--- src/verilog/cpu_pkg.sv ---
package cpu_pkg;

    localparam int ISSUE_WIDTH = 4;
    localparam int NUM_REGS    = 32;

    typedef logic [31:0] word_t;
    typedef logic [31:0] insn_t;
    // word addressed, one step per instruction
    typedef logic [31:0] pc_t;
    typedef logic [4:0]  reg_idx_t;
    typedef logic [6:0]  opcode_t;
    typedef logic [2:0]  funct3_t;

    localparam opcode_t OPC_OP     = 7'b0110011;
    localparam opcode_t OPC_OP_IMM = 7'b0010011;

    // addi x0, x0, 0
    localparam insn_t NOP_INSN = 32'h0000_0013;

    localparam funct3_t F3_ADD_SUB = 3'b000;
    localparam funct3_t F3_SLL     = 3'b001;
    localparam funct3_t F3_SLT     = 3'b010;
    localparam funct3_t F3_SLTU    = 3'b011;
    localparam funct3_t F3_XOR     = 3'b100;
    localparam funct3_t F3_SRL_SRA = 3'b101;
    localparam funct3_t F3_OR      = 3'b110;
    localparam funct3_t F3_AND     = 3'b111;

    typedef enum logic {
        OPB_REG,
        OPB_IMM
    } operand_sel_e;

    typedef enum logic [3:0] {
        ALU_ADD,
        ALU_SUB,
        ALU_SLL,
        ALU_SLT,
        ALU_SLTU,
        ALU_XOR,
        ALU_SRL,
        ALU_SRA,
        ALU_OR,
        ALU_AND
    } alu_op_e;

    typedef struct packed {
        reg_idx_t     rs1;
        reg_idx_t     rs2;
        reg_idx_t     rd;
        logic         reads_rs1;
        logic         reads_rs2;
        logic         reg_write;
        operand_sel_e op_b_sel;
        alu_op_e      alu_op;
        word_t        imm;
    } dec_t;

    typedef struct packed {
        logic         valid;
        reg_idx_t     rd;
        logic         reg_write;
        operand_sel_e op_b_sel;
        alu_op_e      alu_op;
        word_t        imm;
        word_t        rs1_data;
        word_t        rs2_data;
    } ex_t;

    typedef struct packed {
        logic     valid;
        reg_idx_t rd;
        word_t    data;
    } wb_t;

    typedef dec_t  [ISSUE_WIDTH-1:0] dec_vec_t;
    typedef wb_t   [ISSUE_WIDTH-1:0] wb_vec_t;
    typedef insn_t [ISSUE_WIDTH-1:0] insn_vec_t;
    typedef logic  [ISSUE_WIDTH-1:0] issue_mask_t;
    typedef logic  [2:0]             issue_cnt_t;

endpackage
--- src/verilog/insn_decoder.sv ---
`timescale 1ns/1ps

module insn_decoder (
    input  cpu_pkg::insn_t insn_i,
    output cpu_pkg::dec_t  dec_o
);
    import cpu_pkg::*;

    opcode_t    opcode;
    funct3_t    funct3;
    logic [6:0] funct7;
    logic       is_op;
    logic       is_op_imm;
    logic       f7_zero;
    logic       f7_alt;
    logic       legal;
    alu_op_e    alu_op;

    assign opcode    = insn_i[6:0];
    assign funct3    = insn_i[14:12];
    assign funct7    = insn_i[31:25];
    assign is_op     = (opcode == OPC_OP);
    assign is_op_imm = (opcode == OPC_OP_IMM);
    assign f7_zero   = (funct7 == 7'b0000000);
    assign f7_alt    = (funct7 == 7'b0100000);

    // op-imm funct7 bits are upper immediate bits that only shifts decode
    always_comb begin
        alu_op = ALU_ADD;
        legal  = 1'b1;
        case (funct3)
            F3_ADD_SUB: begin
                alu_op = (is_op && f7_alt) ? ALU_SUB : ALU_ADD;
                legal  = is_op_imm || f7_zero || f7_alt;
            end
            F3_SLL: begin
                alu_op = ALU_SLL;
                legal  = f7_zero;
            end
            F3_SLT: begin
                alu_op = ALU_SLT;
                legal  = is_op_imm || f7_zero;
            end
            F3_SLTU: begin
                alu_op = ALU_SLTU;
                legal  = is_op_imm || f7_zero;
            end
            F3_XOR: begin
                alu_op = ALU_XOR;
                legal  = is_op_imm || f7_zero;
            end
            F3_SRL_SRA: begin
                alu_op = f7_alt ? ALU_SRA : ALU_SRL;
                legal  = f7_zero || f7_alt;
            end
            F3_OR: begin
                alu_op = ALU_OR;
                legal  = is_op_imm || f7_zero;
            end
            F3_AND: begin
                alu_op = ALU_AND;
                legal  = is_op_imm || f7_zero;
            end
        endcase
    end

    always_comb begin
        dec_o.rs1       = insn_i[19:15];
        dec_o.rs2       = insn_i[24:20];
        dec_o.rd        = insn_i[11:7];
        dec_o.imm       = {{20{insn_i[31]}}, insn_i[31:20]};
        dec_o.alu_op    = alu_op;
        dec_o.op_b_sel  = is_op ? OPB_REG : OPB_IMM;
        dec_o.reads_rs1 = 1'b0;
        dec_o.reads_rs2 = 1'b0;
        dec_o.reg_write = 1'b0;
        // anything else is a bubble that never blocks
        if ((is_op || is_op_imm) && legal) begin
            dec_o.reads_rs1 = 1'b1;
            dec_o.reads_rs2 = is_op;
            dec_o.reg_write = 1'b1;
        end
    end

endmodule

--- config.mk ---
export PLATFORM = sky130hd
export DESIGN_NAME = insn_decoder
export DESIGN_NICKNAME = d
export VERILOG_FILES = /design/src/verilog/cpu_pkg.sv /design/src/verilog/insn_decoder.sv
export SDC_FILE = /design/constraint.sdc
export NUM_CORES = 1
export LEC_CHECK = 0
export BUFFER_PORTS_ARGS = -buffer_cell sky130_fd_sc_hd__buf_4
export CAP_MARGIN = 0
export CORE_MARGIN = 2
export CORE_UTILIZATION = 32
export DETAILED_ROUTE_END_ITERATION = 10
export PLACE_DENSITY = 0.87
export SLEW_MARGIN = 0
export SYNTH_ARGS = -nofsm -noshare
export SYNTH_HDL_FRONTEND = slang
export SYNTH_SLANG_ARGS = --single-unit
--- constraint.sdc ---
create_clock -name vclk -period 2.86
set_input_delay 0.143 -clock vclk [all_inputs]
set_output_delay 0.143 -clock vclk [all_outputs]
set_load 0.005 [all_outputs]
# Yosys cells after proc, flatten, opt, wreduce, memory -nomap -nowiden
# Index checks and enable logic that the tools add are counted.
# word_totals
reg_bits,0
output_inout_bits,55
wordCells,25
input_bits,32
# classes
n_reduce_logical,9
eq_ne,10
muxes,6
# ops
operator,n
case mux 4 bit (8 select lines),1
"equality test 7 x 6 -> 1 bit, second input constant",2
"equality test 3 bit, second input constant",4
"equality test 7 x 5 -> 1 bit, second input constant",1
zero test 7 bit,1
"equality test 3 x 2 -> 1 bit, second input constant",2
OR reduction 5 bit,1
logical OR 1 bit,4
case mux 1 bit (4 select lines),1
"equality test 3 x 1 -> 1 bit, second input constant",1
zero test 3 bit,1
2-to-1 mux 1 bit,3
2-to-1 mux 3 bit,1
logical AND 1 bit,2

# Depth between registers and ports, before layout
# Gate-level depths: netlist of the first run.
# logic_depth
word_depth,6
depth_mapped,5
ltp_nobuf,4

# Worst setup path after synthesis of the first run
# Ideal clock, no wire load.
# synth_timing
kind,input to output
startpoint,in insn_i[2]
endpoint,out dec_o[32] in the netlist's numbering
required_time_ns,2.717
n_path_buf,0
slack_ns,1.555
cell_stages,4
arrival_time_ns,1.162
cell_sequence,nand4bb_1 or3_4 o41a_1 o21ai_1
# synth_rtl
element,line,text
from (decl),insn_decoder.sv:4,"input cpu_pkg::insn_t insn_i,"
to (decl),insn_decoder.sv:5,output cpu_pkg::dec_t dec_o

==> results of run 1 <==
cells by family (layout without fill, tap and decap cells):
kind of cell | Yosys count | after routing | share of synthesized area [%]
AOI/OAI and AO/OA | 7 | 7 | 8.37
buffers and inverters | 51 | 55 | 71.1
and+or+nand+nor | 18 | 18 | 20.6
cell usage in the layout (no fill, tap or decap):
| cell type | netlist | routed |
|---|---|---|
| sky130_fd_sc_hd__nor2_1 | 2 | 2 |
| sky130_fd_sc_hd__o21ai_1 | 1 | 1 |
| sky130_fd_sc_hd__and3_1 | 1 | 1 |
| sky130_fd_sc_hd__o21ai_0 | 3 | 3 |
| sky130_fd_sc_hd__a21oi_1 | 1 | 1 |
| sky130_fd_sc_hd__nand3_1 | 2 | 2 |
| sky130_fd_sc_hd__or3_4 | 1 | 1 |
| sky130_fd_sc_hd__nor3_1 | 2 | 2 |
| sky130_fd_sc_hd__nor4_1 | 1 | 1 |
| sky130_fd_sc_hd__nand2b_1 | 1 | 1 |
| sky130_fd_sc_hd__or2_2 | 1 | 1 |
| sky130_fd_sc_hd__nand2_1 | 3 | 3 |
| sky130_fd_sc_hd__inv_1 | 3 | 3 |
| sky130_fd_sc_hd__nand4bb_1 | 1 | 1 |
| sky130_fd_sc_hd__nor4b_1 | 1 | 1 |
| sky130_fd_sc_hd__nor2b_1 | 2 | 2 |
| sky130_fd_sc_hd__o41a_1 | 1 | 1 |
| sky130_fd_sc_hd__a211oi_1 | 1 | 1 |
| sky130_fd_sc_hd__buf_4 | 48 | 52 |
cell type report:
cell class	count	area, um2
inverters	3	11.3
well taps	16	20.0
fillers	156	951
multi-input cells	25	151
repair buffers	52	390
worst max-delay path, delay by kind of cell:
kind | cells | cell delay (ns)
buffers and inverters | 2 | 0.22
AND/OR/NAND/NOR | 2 | 0.60
AO/OA/AOI/OAI | 2 | 0.43
synthesized netlist by cell type:
cell / number
sky130_fd_sc_hd__a211oi_1: 1
sky130_fd_sc_hd__a21oi_1: 1
sky130_fd_sc_hd__and3_1: 1
sky130_fd_sc_hd__buf_4: 48
sky130_fd_sc_hd__inv_1: 3
sky130_fd_sc_hd__nand2_1: 3
sky130_fd_sc_hd__nand2b_1: 1
sky130_fd_sc_hd__nand3_1: 2
sky130_fd_sc_hd__nand4bb_1: 1
sky130_fd_sc_hd__nor2_1: 2
sky130_fd_sc_hd__nor2b_1: 2
sky130_fd_sc_hd__nor3_1: 2
sky130_fd_sc_hd__nor4_1: 1
sky130_fd_sc_hd__nor4b_1: 1
sky130_fd_sc_hd__o21ai_0: 3
sky130_fd_sc_hd__o21ai_1: 1
sky130_fd_sc_hd__o41a_1: 1
sky130_fd_sc_hd__or2_2: 1
sky130_fd_sc_hd__or3_4: 1
per-layer routing:
metal | GRT usage, % | vias up
li1 | - | 210
met1 | 10.7 | 170
met2 | 13.5 | 25
met3 | 0.816 | 5
met4 | 1.82 | 0
met5 | 0 | -
path summary, 6_finish.rpt:
kind / from / endpoint / slack [ns] / cells past startpoint
worst max-delay path: insn_i[2] / dec_o[32] / 1.32 / 6
worst min-delay path: insn_i[17] / dec_o[52] / 0.29 / 0
per-stage QoR:
stage | power (uW) | utilization [%] | hold WS [ns] | setup WS [ns]
2_1_floorplan | 66.2 | - | 0.367 | 1.56
3_3_place_gp | 77.1 | 37.6 | 0.286 | 1.34
3_5_place_dp | 78.8 | 37.6 | 0.286 | 1.29
4_1_cts | 78.9 | 37.6 | 0.286 | 1.29
5_1_grt | 84.1 | 37.6 | 0.286 | 1.21
6_report | 77.8 | 37.6 | 0.286 | 1.32
power by group through the flow:
stage	clock network [uW]	registers, uW	logic [uW]
6_report	0	0	77.8
3_3_place_gp	0	0	77.1
4_1_cts	0	0	78.9
3_5_place_dp	0	0	78.8
2_1_floorplan	0	0	66.2
5_1_grt	0	0	84.1
==> results.md, run 1 <==
- The number of antenna-violating nets in the routed design is 0.
- The design has 0 sequential cells.
- The actual slew at the worst max-slew pin is 0.379 ns.
- The cell row count is 14.
- The total congestion overflow after global routing is 0.
- By area the synthesized netlist is led by sky130_fd_sc_hd__buf_4 (69%), sky130_fd_sc_hd__o21ai_0 (2.9%), sky130_fd_sc_hd__nor2b_1 (2.4%).
- The met3 wirelength from detailed routing is 123 um.
- The class of the most critical setup path is input port to output pin.
- The area share of the largest cell type after synthesis is 68.9%.
- The boundary pin count is 87.
- In this run the power spent charging and discharging nets is 29.0 uW.
- The synthesized netlist cell count is 76.
- The number of maximum-capacitance constraint violations is 0.
- Setup violations remaining at the end of the flow were counted as 0.
- The cell seen most often among critical-path stages is sky130_fd_sc_hd__buf_4.
- In the finished layout, the clock tree contains a buffer count of 0.
- In this run, placement finished with an instance count of 96.
- The die covers 1970 um2.
- Setup repair after global routing left no endpoint under its margin.
- The detailed-placement wirelength estimate is 930 um.
- After detailed routing, the total wire length is 1.05 mm.
- Traced cell by cell, the critical path runs through buf_4, nand4bb_1, or3_4, o41a_1, o21ai_1, buf_4.
- The number of vias in the routed layout is 410.
- The path class of the tightest hold or removal check is input port to output pin.
- The worst endpoint data arrival time is 1.40 ns.
- The share of the cycle needed by the critical path after routing is 54.0%.
- In the final routed layout, each cell accounts on average for 10.9 um.
- The maximum fanout along the worst path is 3.
- The sequential cells in the finished layout cover a total of 0 um2.
- The average cell area after synthesis is 6.88 um2.
- The post-synthesis net count is 108.
- The post-synth design cell area is 523 um2.
- Relative to the synthesized area, the layout overhead comes to 9.57%.
- The power density over the cells is 136 nW/um2.
- The via density per instance is 4.27.
- The number of post-CTS setup repair buffers is 0.
- The flow ran to the end, and the final reports show no timing, DRC or antenna violations.
- Cell internal power was estimated by the tool at 48.9 uW.
- The final RePlAce weighted congestion is 0.655.
- The endpoint class of the critical path is an output pin.
- The category of the worst setup path launch point is an input port.
- Once the floorplan was initialized, standard cells occupied 34.3% of the core.
- Once placement finished, the instance area stood at 573 um2.
- The data required time of the worst path is 2.72 ns.
- The largest area contributor in the netlist is sky130_fd_sc_hd__buf_4.
- The post-route standard cell area excluding fillers is 573 um2.
- The sequential element share of the synthesized area is 0%.
- The antenna diode count is 0.
- The worst path in the final design needs a cycle of 1.54 ns, including I/O delays and setup.
- After detailed routing, the met2 layer carries 525 um of wire.
- The number of global-route vias before repair is 284.
- Input and output buffers added on the ports amount to 52.
- IR analysis of the VDD net gives a maximum drop of 0.0736 mV.
- The delay contributed by the slowest stage of the critical path is 0.40 ns.
- The final cell count without fillers is 96.
- The share of final-layout standard cells stronger than drive strength 1 is 67.5%.
- Sequential cells account for 0% of the total power.
- The analysis attributes to cell leakage a power of 0.000310 uW.
- The count of yosys warnings during synthesis is 0.
- The highest routed metal layer is met4.
- The final net count is 114.
- For the final routed database, the setup TNS stands at 0 ns.
- Entering global routing, the biggest net connects 23 pins.
- The iteration-0 DRC count of the detailed router is 8.
- The floorplan die height is 44.4 um.
- The routed length on met1 is 385 um.
- The area of the placeable core is 1520 um2.
- The combinational share of power is 100.0%.
- The number of endpoints with negative hold slack in the final report is 0.
- The first detailed-routing pass took 4 iterations.
- The detailed-route DRC error count is 0.
- From left edge to right edge, the die measures 44.4 um.
- The first global-routing pass estimated 1.27 mm of wire.
- The switching part of the total power is 37.2%.
- On the critical path, the stage with the largest delay is an instance of sky130_fd_sc_hd__or3_4.
- Headroom to the max-slew limit came out at 74.4%.
- The number of antenna violations at the first check in global routing came to 0.
- The final count of pins violating max slew is 0.
- The number of gates resized after CTS was 0.
- The maximum clock frequency is 0.648 GHz.
- Global routing consumed, over all layers together, 7.95% of the routing resources.
- Hold repair after CTS inserted 0 buffers.
- After synthesis, the netlist uses 19 different library cells.
- The relative contribution of the clock network to total power is 0%.
(Power assumes the default switching activity.)
==> run 2, diff against run 1 <==
Settings changed: ABC_AREA from default to 1, CORE_UTILIZATION 32 to 28, PLACE_DENSITY 0.87 to 0.77.
Clock period 2.86 ns to 1.34 ns, I/O delays scaled along.
==> run 2 against run 1 <==
  * Non-clock buffer count rose by 1
  * Combinational power rose by 130%
  * Critical path depth rose by 4
==> results.md, run 2 <==
- The run finished with clean final reports.
- The cell leakage power is 0.000386 uW (+25%).
- The growth of design area from synthesis to finish is 12.6%.
- The effective utilization at floorplan is 29.2% (-5.1 points).
- The maximum clock frequency is 1.13 GHz.
- The number of maximum-capacitance constraint violations was 0 (unchanged).
- The critical path is of the input port to output pin type.
- The sequential fraction of design power is 0% (unchanged).
- The overall track demand over capacity in global routing came to 9.13% (+1.2 points).
- The endpoint class of the critical path is an output pin.
- By area the synthesized netlist is led by sky130_fd_sc_hd__buf_4 (64%), sky130_fd_sc_hd__nand2_1 (9.3%), sky130_fd_sc_hd__inv_1 (6.0%).
- The detailed-route DRC error count was 0 (unchanged).
- sky130_fd_sc_hd__buf_4 is the most common cell in the netlist.
- The worst setup path is launched from an input port.
- The number of port buffers is 52 (unchanged).
- The worst setup path startpoint is insn_i[12].
- The detailed-router iteration count before antenna repair is 4 (unchanged).
- The area share of the largest cell type after synthesis is 63.6% (-5.3 points).
- The relative contribution of the clock network to total power came to 0% (unchanged).
- The type of the worst min-delay path is input port to output pin.
- The worst endpoint data arrival time came to 0.82 ns (-0.58 ns).
- The number of buffers added to fix hold violations after cts is 0 (unchanged).
- The total congestion overflow after global routing is 0 (unchanged).
- The actual slew at the worst max-slew pin was 0.165 ns (-0.214 ns).
- The number of antenna-violating nets in the routed design is 0 (unchanged).
- The startpoint identified for the worst hold timing path is insn_i[7].
- The total of clock buffers placed in the layout was 0 (unchanged).
- The synthesized netlist cell count came to 96 (+26%).
- The share of the cycle needed by the critical path after routing is 66.2%.
- Setup repair after global routing left no endpoint under its margin.
- The total setup violations reported at the end of the flow is 0 (unchanged).
- The final net count is 135 (+18%).
- The maximum fanout along the worst path is 4 (+1).
- The sequential cell count is 0 (unchanged).
- In the layout the commonest cells are sky130_fd_sc_hd__buf_4 (53), sky130_fd_sc_hd__nand2_1 (14), sky130_fd_sc_hd__inv_1 (9), sky130_fd_sc_hd__nor2_1 (9), sky130_fd_sc_hd__nand3_1 (6).
- The number of post-CTS setup repair buffers came to 0 (unchanged).
- The via density per instance is 4.00 (-6.3%).
- The sum of negative setup slack is 0 ns (unchanged).
- The worst hold slack is 0.134 ns (-0.152 ns).
- The number of endpoints with negative hold slack in the final report is 0 (unchanged).
- The number of vias in the routed layout is 512 (+25%).
- The number of global-route vias before repair was 457 (+61%).
- The post-cts repair resize count is 0 (unchanged).
- The number of antenna violations at the first check in global routing was 0 (unchanged).
- The routed wire length is 1.20 mm (+14%).
- The final RePlAce weighted congestion is 0.802 (+22%).
- The share of final-layout standard cells stronger than drive strength 1 is 59.4% (-8.1 points).
- The post-synth design cell area is 567 um2 (+8.4%).
- The maximum number of pins on one net before global-route repair is 22 (-4.3%).
- After synthesis, the most frequently instantiated cells are sky130_fd_sc_hd__buf_4 (48), sky130_fd_sc_hd__nand2_1 (14), sky130_fd_sc_hd__inv_1 (9), sky130_fd_sc_hd__nor2_1 (9), sky130_fd_sc_hd__nand3_1 (6).
- The power density over the cells was 283 nW/um2 (+110%).
- The internal cell power was 107 uW (+120%).
- The largest area contributor in the netlist is sky130_fd_sc_hd__buf_4.
- The detailed-placement wirelength estimate is 1.10 mm (+18%).
- The iteration-0 DRC count of the detailed router is 3 (-5).
- The worst hold path stage count is 0 (unchanged).
- The wire length per cell after detailed routing is 9.34 um (-14%).
- The area of the placeable core came to 1940 um2 (+27%).
- The switching part of the total power is 40.9% (+3.7 points).
- The count of yosys warnings during synthesis is 0 (unchanged).
- The final count of pins violating max slew is 0 (unchanged).
- The worst path needs 0.887 ns of the cycle, external delays included.
- The switching power was 73.9 uW (+160%).
- The max-slew headroom at the worst pin is 88.9% (+15 points).
- The area of the die came to 2400 um2 (+22%).
- The count of unique library cells instantiated by Yosys is 11 (-8).
- The boundary pin count is 87 (unchanged).
- The horizontal die dimension was 49.0 um (+10%).
- The post-synthesis net count came to 128 (+19%).
- The worst hold path endpoint is dec_o[40].
- The largest voltage drop on the vdd net was 0.0808 mV (+9.8%).
- The antenna diode count is 0 (unchanged).
- The total area of sequential cells came to 0 um2 (unchanged).
- The average cell area after synthesis came to 5.90 um2 (-14%).
- The most frequent standard cell in the layout excluding fill and tap cells is sky130_fd_sc_hd__buf_4.
- The combinational share of power was 100.0% (about the same).
- The floorplan die height is 49.0 um (+10%).
- The sequential element share of the synthesized area is 0% (unchanged).
- The cell row count was 16 (+2).
- The wire length of the first global-routing pass is 1.86 mm (+47%).
- The data required time of the worst path came to 1.27 ns (-1.45 ns).
## run 2: cell types whose count changed after synthesis, sizes merged, moves of 2 or more
cell,delta
nor2,+8
nor2b,-2
o21ai,-2
inv,+8
nor3,-2
nand3,+4
nand2,+14
## run 2: power by group through the flow
stage	clock, uW	combinational [uW]	sequential, uW
3_3_place_gp	0	177	0
4_1_cts	0	183	0
3_5_place_dp	0	183	0
6_report	0	181	0
5_1_grt	0	198	0
2_1_floorplan	0	150	0
## run 2: worst max-delay path by stage
stage | endpoint | slack (ns) | cells past startpoint
2_1_floorplan | dec_o[39] | 0.63 | 6
3_3_place_gp | dec_o[32] | 0.46 | 7
3_5_place_dp | dec_o[32] | 0.44 | 7
4_1_cts | dec_o[32] | 0.43 | 7
5_1_grt | dec_o[32] | 0.31 | 7
6_report | dec_o[37] | 0.45 | 10
## run 2: cell type report
class	instances	area, um2
Fill cell	213	1300
Multi-Input combinational cell	37	165
Timing Repair Buffer	53	398
Tap cell	27	33.8
Inverter	11	41.3
## run 2: logic make-up (layout without fill, tap and decap cells)
| group | count (synthesis) | in the layout | synth area share, % |
|---|---|---|---|
| AOI/OAI and AO/OA | 4 | 4 | 4.19 |
| buffers and inverters | 59 | 64 | 70.9 |
| and+or+nand+nor | 33 | 33 | 24.9 |
## run 2: routing by layer
| metal | routed length [um] | vias to the layer above | part of all wire [%] | global-route usage [%] |
|---|---|---|---|---|
| li1 | - | 250 | - | - |
| met1 | 359 | 206 | 30 | 7.96 |
| met2 | 607 | 51 | 51 | 19.2 |
| met3 | 198 | 5 | 17 | 2.76 |
| met4 | 31 | 0 | 2.6 | 2.86 |
| met5 | 0 | - | 0 | 0 |
## run 2: stage by stage
stage / cell area (um2) / cells / worst slack [ns] / power, uW / util (%)
final: 638 / 128 / 0.453 / 181 / 32.9
after global routing: 638 / 128 / 0.307 / 198 / 32.9
after CTS: 638 / 128 / 0.433 / 183 / 32.9
after detailed placement: 638 / 128 / 0.438 / 183 / 32.9
after global placement: 638 / 128 / 0.456 / 177 / 32.9
after floorplan: 567 / 96 / 0.631 / 150 / -
## run 2: critical path, stage by stage
cell and delay, ns:
sky130_fd_sc_hd__buf_4 0.13, sky130_fd_sc_hd__inv_2 0.08, sky130_fd_sc_hd__nand2_2 0.06, sky130_fd_sc_hd__nand2_1 0.06, sky130_fd_sc_hd__nand2_1 0.05, sky130_fd_sc_hd__nand2_1 0.05
sky130_fd_sc_hd__nand2_1 0.05, sky130_fd_sc_hd__nand2_1 0.09, sky130_fd_sc_hd__inv_1 0.06, sky130_fd_sc_hd__buf_4 0.13
==> run 3, diff against run 2 <==
Settings changed: CORE_UTILIZATION 28 to 31, PLACE_DENSITY 0.77 to 0.81.
Clock period 1.34 ns to 0.9 ns, I/O delays scaled along.
==> run 3 against run 2 <==
  * Via count is 0.20% higher
  * Cell area grew 10%
  * Sequential share of layout area unchanged
  * Sequential cell count unchanged
  * Combinational power up 66%
  * Worst setup slack lost 0.36 ns
  * Final cell count down 1.6%
  * Die area fell by 8.9%
  * Hold slack lost 0.044 ns
  * Total power is 66% higher
  * Global-route usage is 0.45 points lower
==> results.md, run 3 (synthesis results as in run 2) <==
- The worst setup path is captured at an output pin.
- The top cell types in the final layout, fill and taps aside, are sky130_fd_sc_hd__buf_4 (49), sky130_fd_sc_hd__nand2_1 (13), sky130_fd_sc_hd__inv_1 (9).
- The multi-input combinational cell area is 215 um2 (+30%).
- The detailed-router iteration count before antenna repair came to 4 (unchanged).
- The total of clock buffers placed in the layout was 0 (unchanged).
- By startpoint and endpoint, the worst setup path is classified as input port to output pin.
- The final core utilization is 40.8% (+7.9 points).
- The combinational share of power is 100.0% (about the same).
- The routed design could run at a clock period as short as 0.811 ns.
- The floorplan die height came to 46.8 um (-4.6%).
- The worst hold path stage count is 0 (unchanged).
- The total congestion overflow after global routing was 0 (unchanged).
- The area of the die was 2190 um2 (-8.9%).
- The total area of sequential cells is 0 um2 (unchanged).
- The internal cell power was 175 uW (+64%).
- The cell row count is 15 (-1).
- The number of global-route vias before repair is 376 (-18%).
- The share of the cycle needed by the critical path after routing is 90.1%.
- The most frequent standard cell in the layout excluding fill and tap cells is sky130_fd_sc_hd__buf_4.
- The number of vias in the routed layout is 513 (+0.20%).
- Setup repair after global routing could not meet its margin everywhere.
- The critical hold path startpoint is insn_i[7].
- The number of fill cells in the layout was 186 (-13%).
- The worst hold path endpoint is dec_o[40].
- The switching power is 125 uW (+70%).
- The data required time of the worst path is 0.85 ns (-0.42 ns).
- The relative contribution of the clock network to total power came to 0% (unchanged).
- The wire length per cell after detailed routing is 9.70 um (+3.8%).
- The sum of negative setup slack came to 0 ns (unchanged).
- The final net count is 135 (unchanged).
- The effective utilization at floorplan is 32.8% (+3.6 points).
- The largest voltage drop on the vdd net is 0.146 mV (+80%).
- The maximum fanout along the worst path is 4 (unchanged).
- The cell leakage power was 0.000397 uW (+2.8%).
- The number of antenna-violating nets in the routed design came to 0 (unchanged).
- The overall track demand over capacity in global routing is 8.67% (-0.45 points).
- The run finished with clean final reports.
- The routed wire length is 1.22 mm (+2.2%).
- The iteration-0 DRC count of the detailed router was 1 (-2).
- The post-cts repair resize count came to 0 (unchanged).
- The number of endpoints with negative hold slack in the final report is 0 (unchanged).
- The number of maximum-capacitance constraint violations was 0 (unchanged).
- The area growth from synthesis to layout is 24.3%.
- The worst endpoint data arrival time came to 0.77 ns (-0.05 ns).
- The sequential fraction of design power came to 0% (unchanged).
- The total setup violations reported at the end of the flow is 0 (unchanged).
- The switching part of the total power was 41.7% (+0.81 points).
- The detailed-placement wirelength estimate is 1.05 mm (-4.3%).
- The wire length of the first global-routing pass was 1.51 mm (-19%).
- The area of the placeable core came to 1730 um2 (-11%).
- The max-slew headroom at the worst pin is 88.7% (-0.16 points).
- The power density over the cells is 426 nW/um2 (+51%).
- Static timing analysis puts the maximum clock frequency at 1.23 GHz.
- The worst setup path is launched from an input port.
- The number of antenna violations at the first check in global routing is 0 (unchanged).
- The number of port buffers is 52 (unchanged).
- The final count of pins violating max slew came to 0 (unchanged).
- The sequential cell count is 0 (unchanged).
- The number of post-CTS setup repair buffers was 0 (unchanged).
- The tightest min-delay check is of the input port to output pin type.
- The horizontal die dimension is 46.8 um (-4.6%).
- The detailed-route DRC error count came to 0 (unchanged).
- The number of buffers added to fix hold violations after cts came to 0 (unchanged).
- The actual slew at the worst max-slew pin came to 0.169 ns (+0.00420 ns).
- The final RePlAce weighted congestion is 0.783 (-2.4%).
- The via density per instance is 4.07 (+1.8%).
- The share of final-layout standard cells stronger than drive strength 1 was 67.3% (+7.9 points).
- The maximum number of pins on one net before global-route repair was 22 (unchanged).
- The boundary pin count is 87 (unchanged).
- The antenna diode count came to 0 (unchanged).
run 3: area by class of cell:
cell class,count,area share [%]
repair buffers,53,59.1
inverters,11,5.86
multi-input cells,37,30.6
well taps,25,4.44
run 3: worst max-delay path by stage:
stage                      endpoint  cells after the start  startpoint  slack (ns)
after detailed placement  dec_o[38]                      7  insn_i[26]        0.04
after global placement    dec_o[38]                      7  insn_i[26]        0.05
final                     dec_o[37]                     10  insn_i[12]        0.09
after CTS                 dec_o[38]                      7  insn_i[26]        0.04
after global routing      dec_o[38]                      7  insn_i[25]      -0.002
after floorplan           dec_o[39]                      6  insn_i[28]        0.24
run 3: per-stage QoR:
step	cell area [um2]	setup WS [ns]	total power, uW	hold WS, ns	std cells
final	704	0.0890	300	0.0900	126
after CTS	636	0.0428	271	0.0900	126
after floorplan	567	0.235	223	0.171	96
after detailed placement	636	0.0428	270	0.0900	126
after global routing	704	-0.00245	328	0.0900	126
after global placement	636	0.0453	265	0.0900	126
run 3: power by group through the flow:
| stage | Combinational, uW | Clock (uW) | Sequential [uW] |
|---|---|---|---|
| floorplan | 223 | 0 | 0 |
| global placement | 265 | 0 | 0 |
| detailed placement | 270 | 0 | 0 |
| CTS | 271 | 0 | 0 |
| global route | 328 | 0 | 0 |
| finish | 300 | 0 | 0 |
run 3: layer usage:
metal  routed length [um]  global-route usage, %  up-vias
li1                     -                      -      252
met1                  380                   9.20      218
met2                  669                   17.5       43
met3                  172                   1.54        0
met4                    0                   1.67        0
met5                    0                      0        -
run 3: worst max-delay path: stages:
cell	delay, ns
sky130_fd_sc_hd__buf_4	0.13
sky130_fd_sc_hd__inv_2	0.08
sky130_fd_sc_hd__nand2_2	0.06
sky130_fd_sc_hd__nand2_1	0.06
sky130_fd_sc_hd__nand2_1	0.05
sky130_fd_sc_hd__nand2_1	0.05
sky130_fd_sc_hd__nand2_1	0.06
sky130_fd_sc_hd__nand2_2	0.07
sky130_fd_sc_hd__inv_1	0.05
sky130_fd_sc_hd__buf_4	0.13
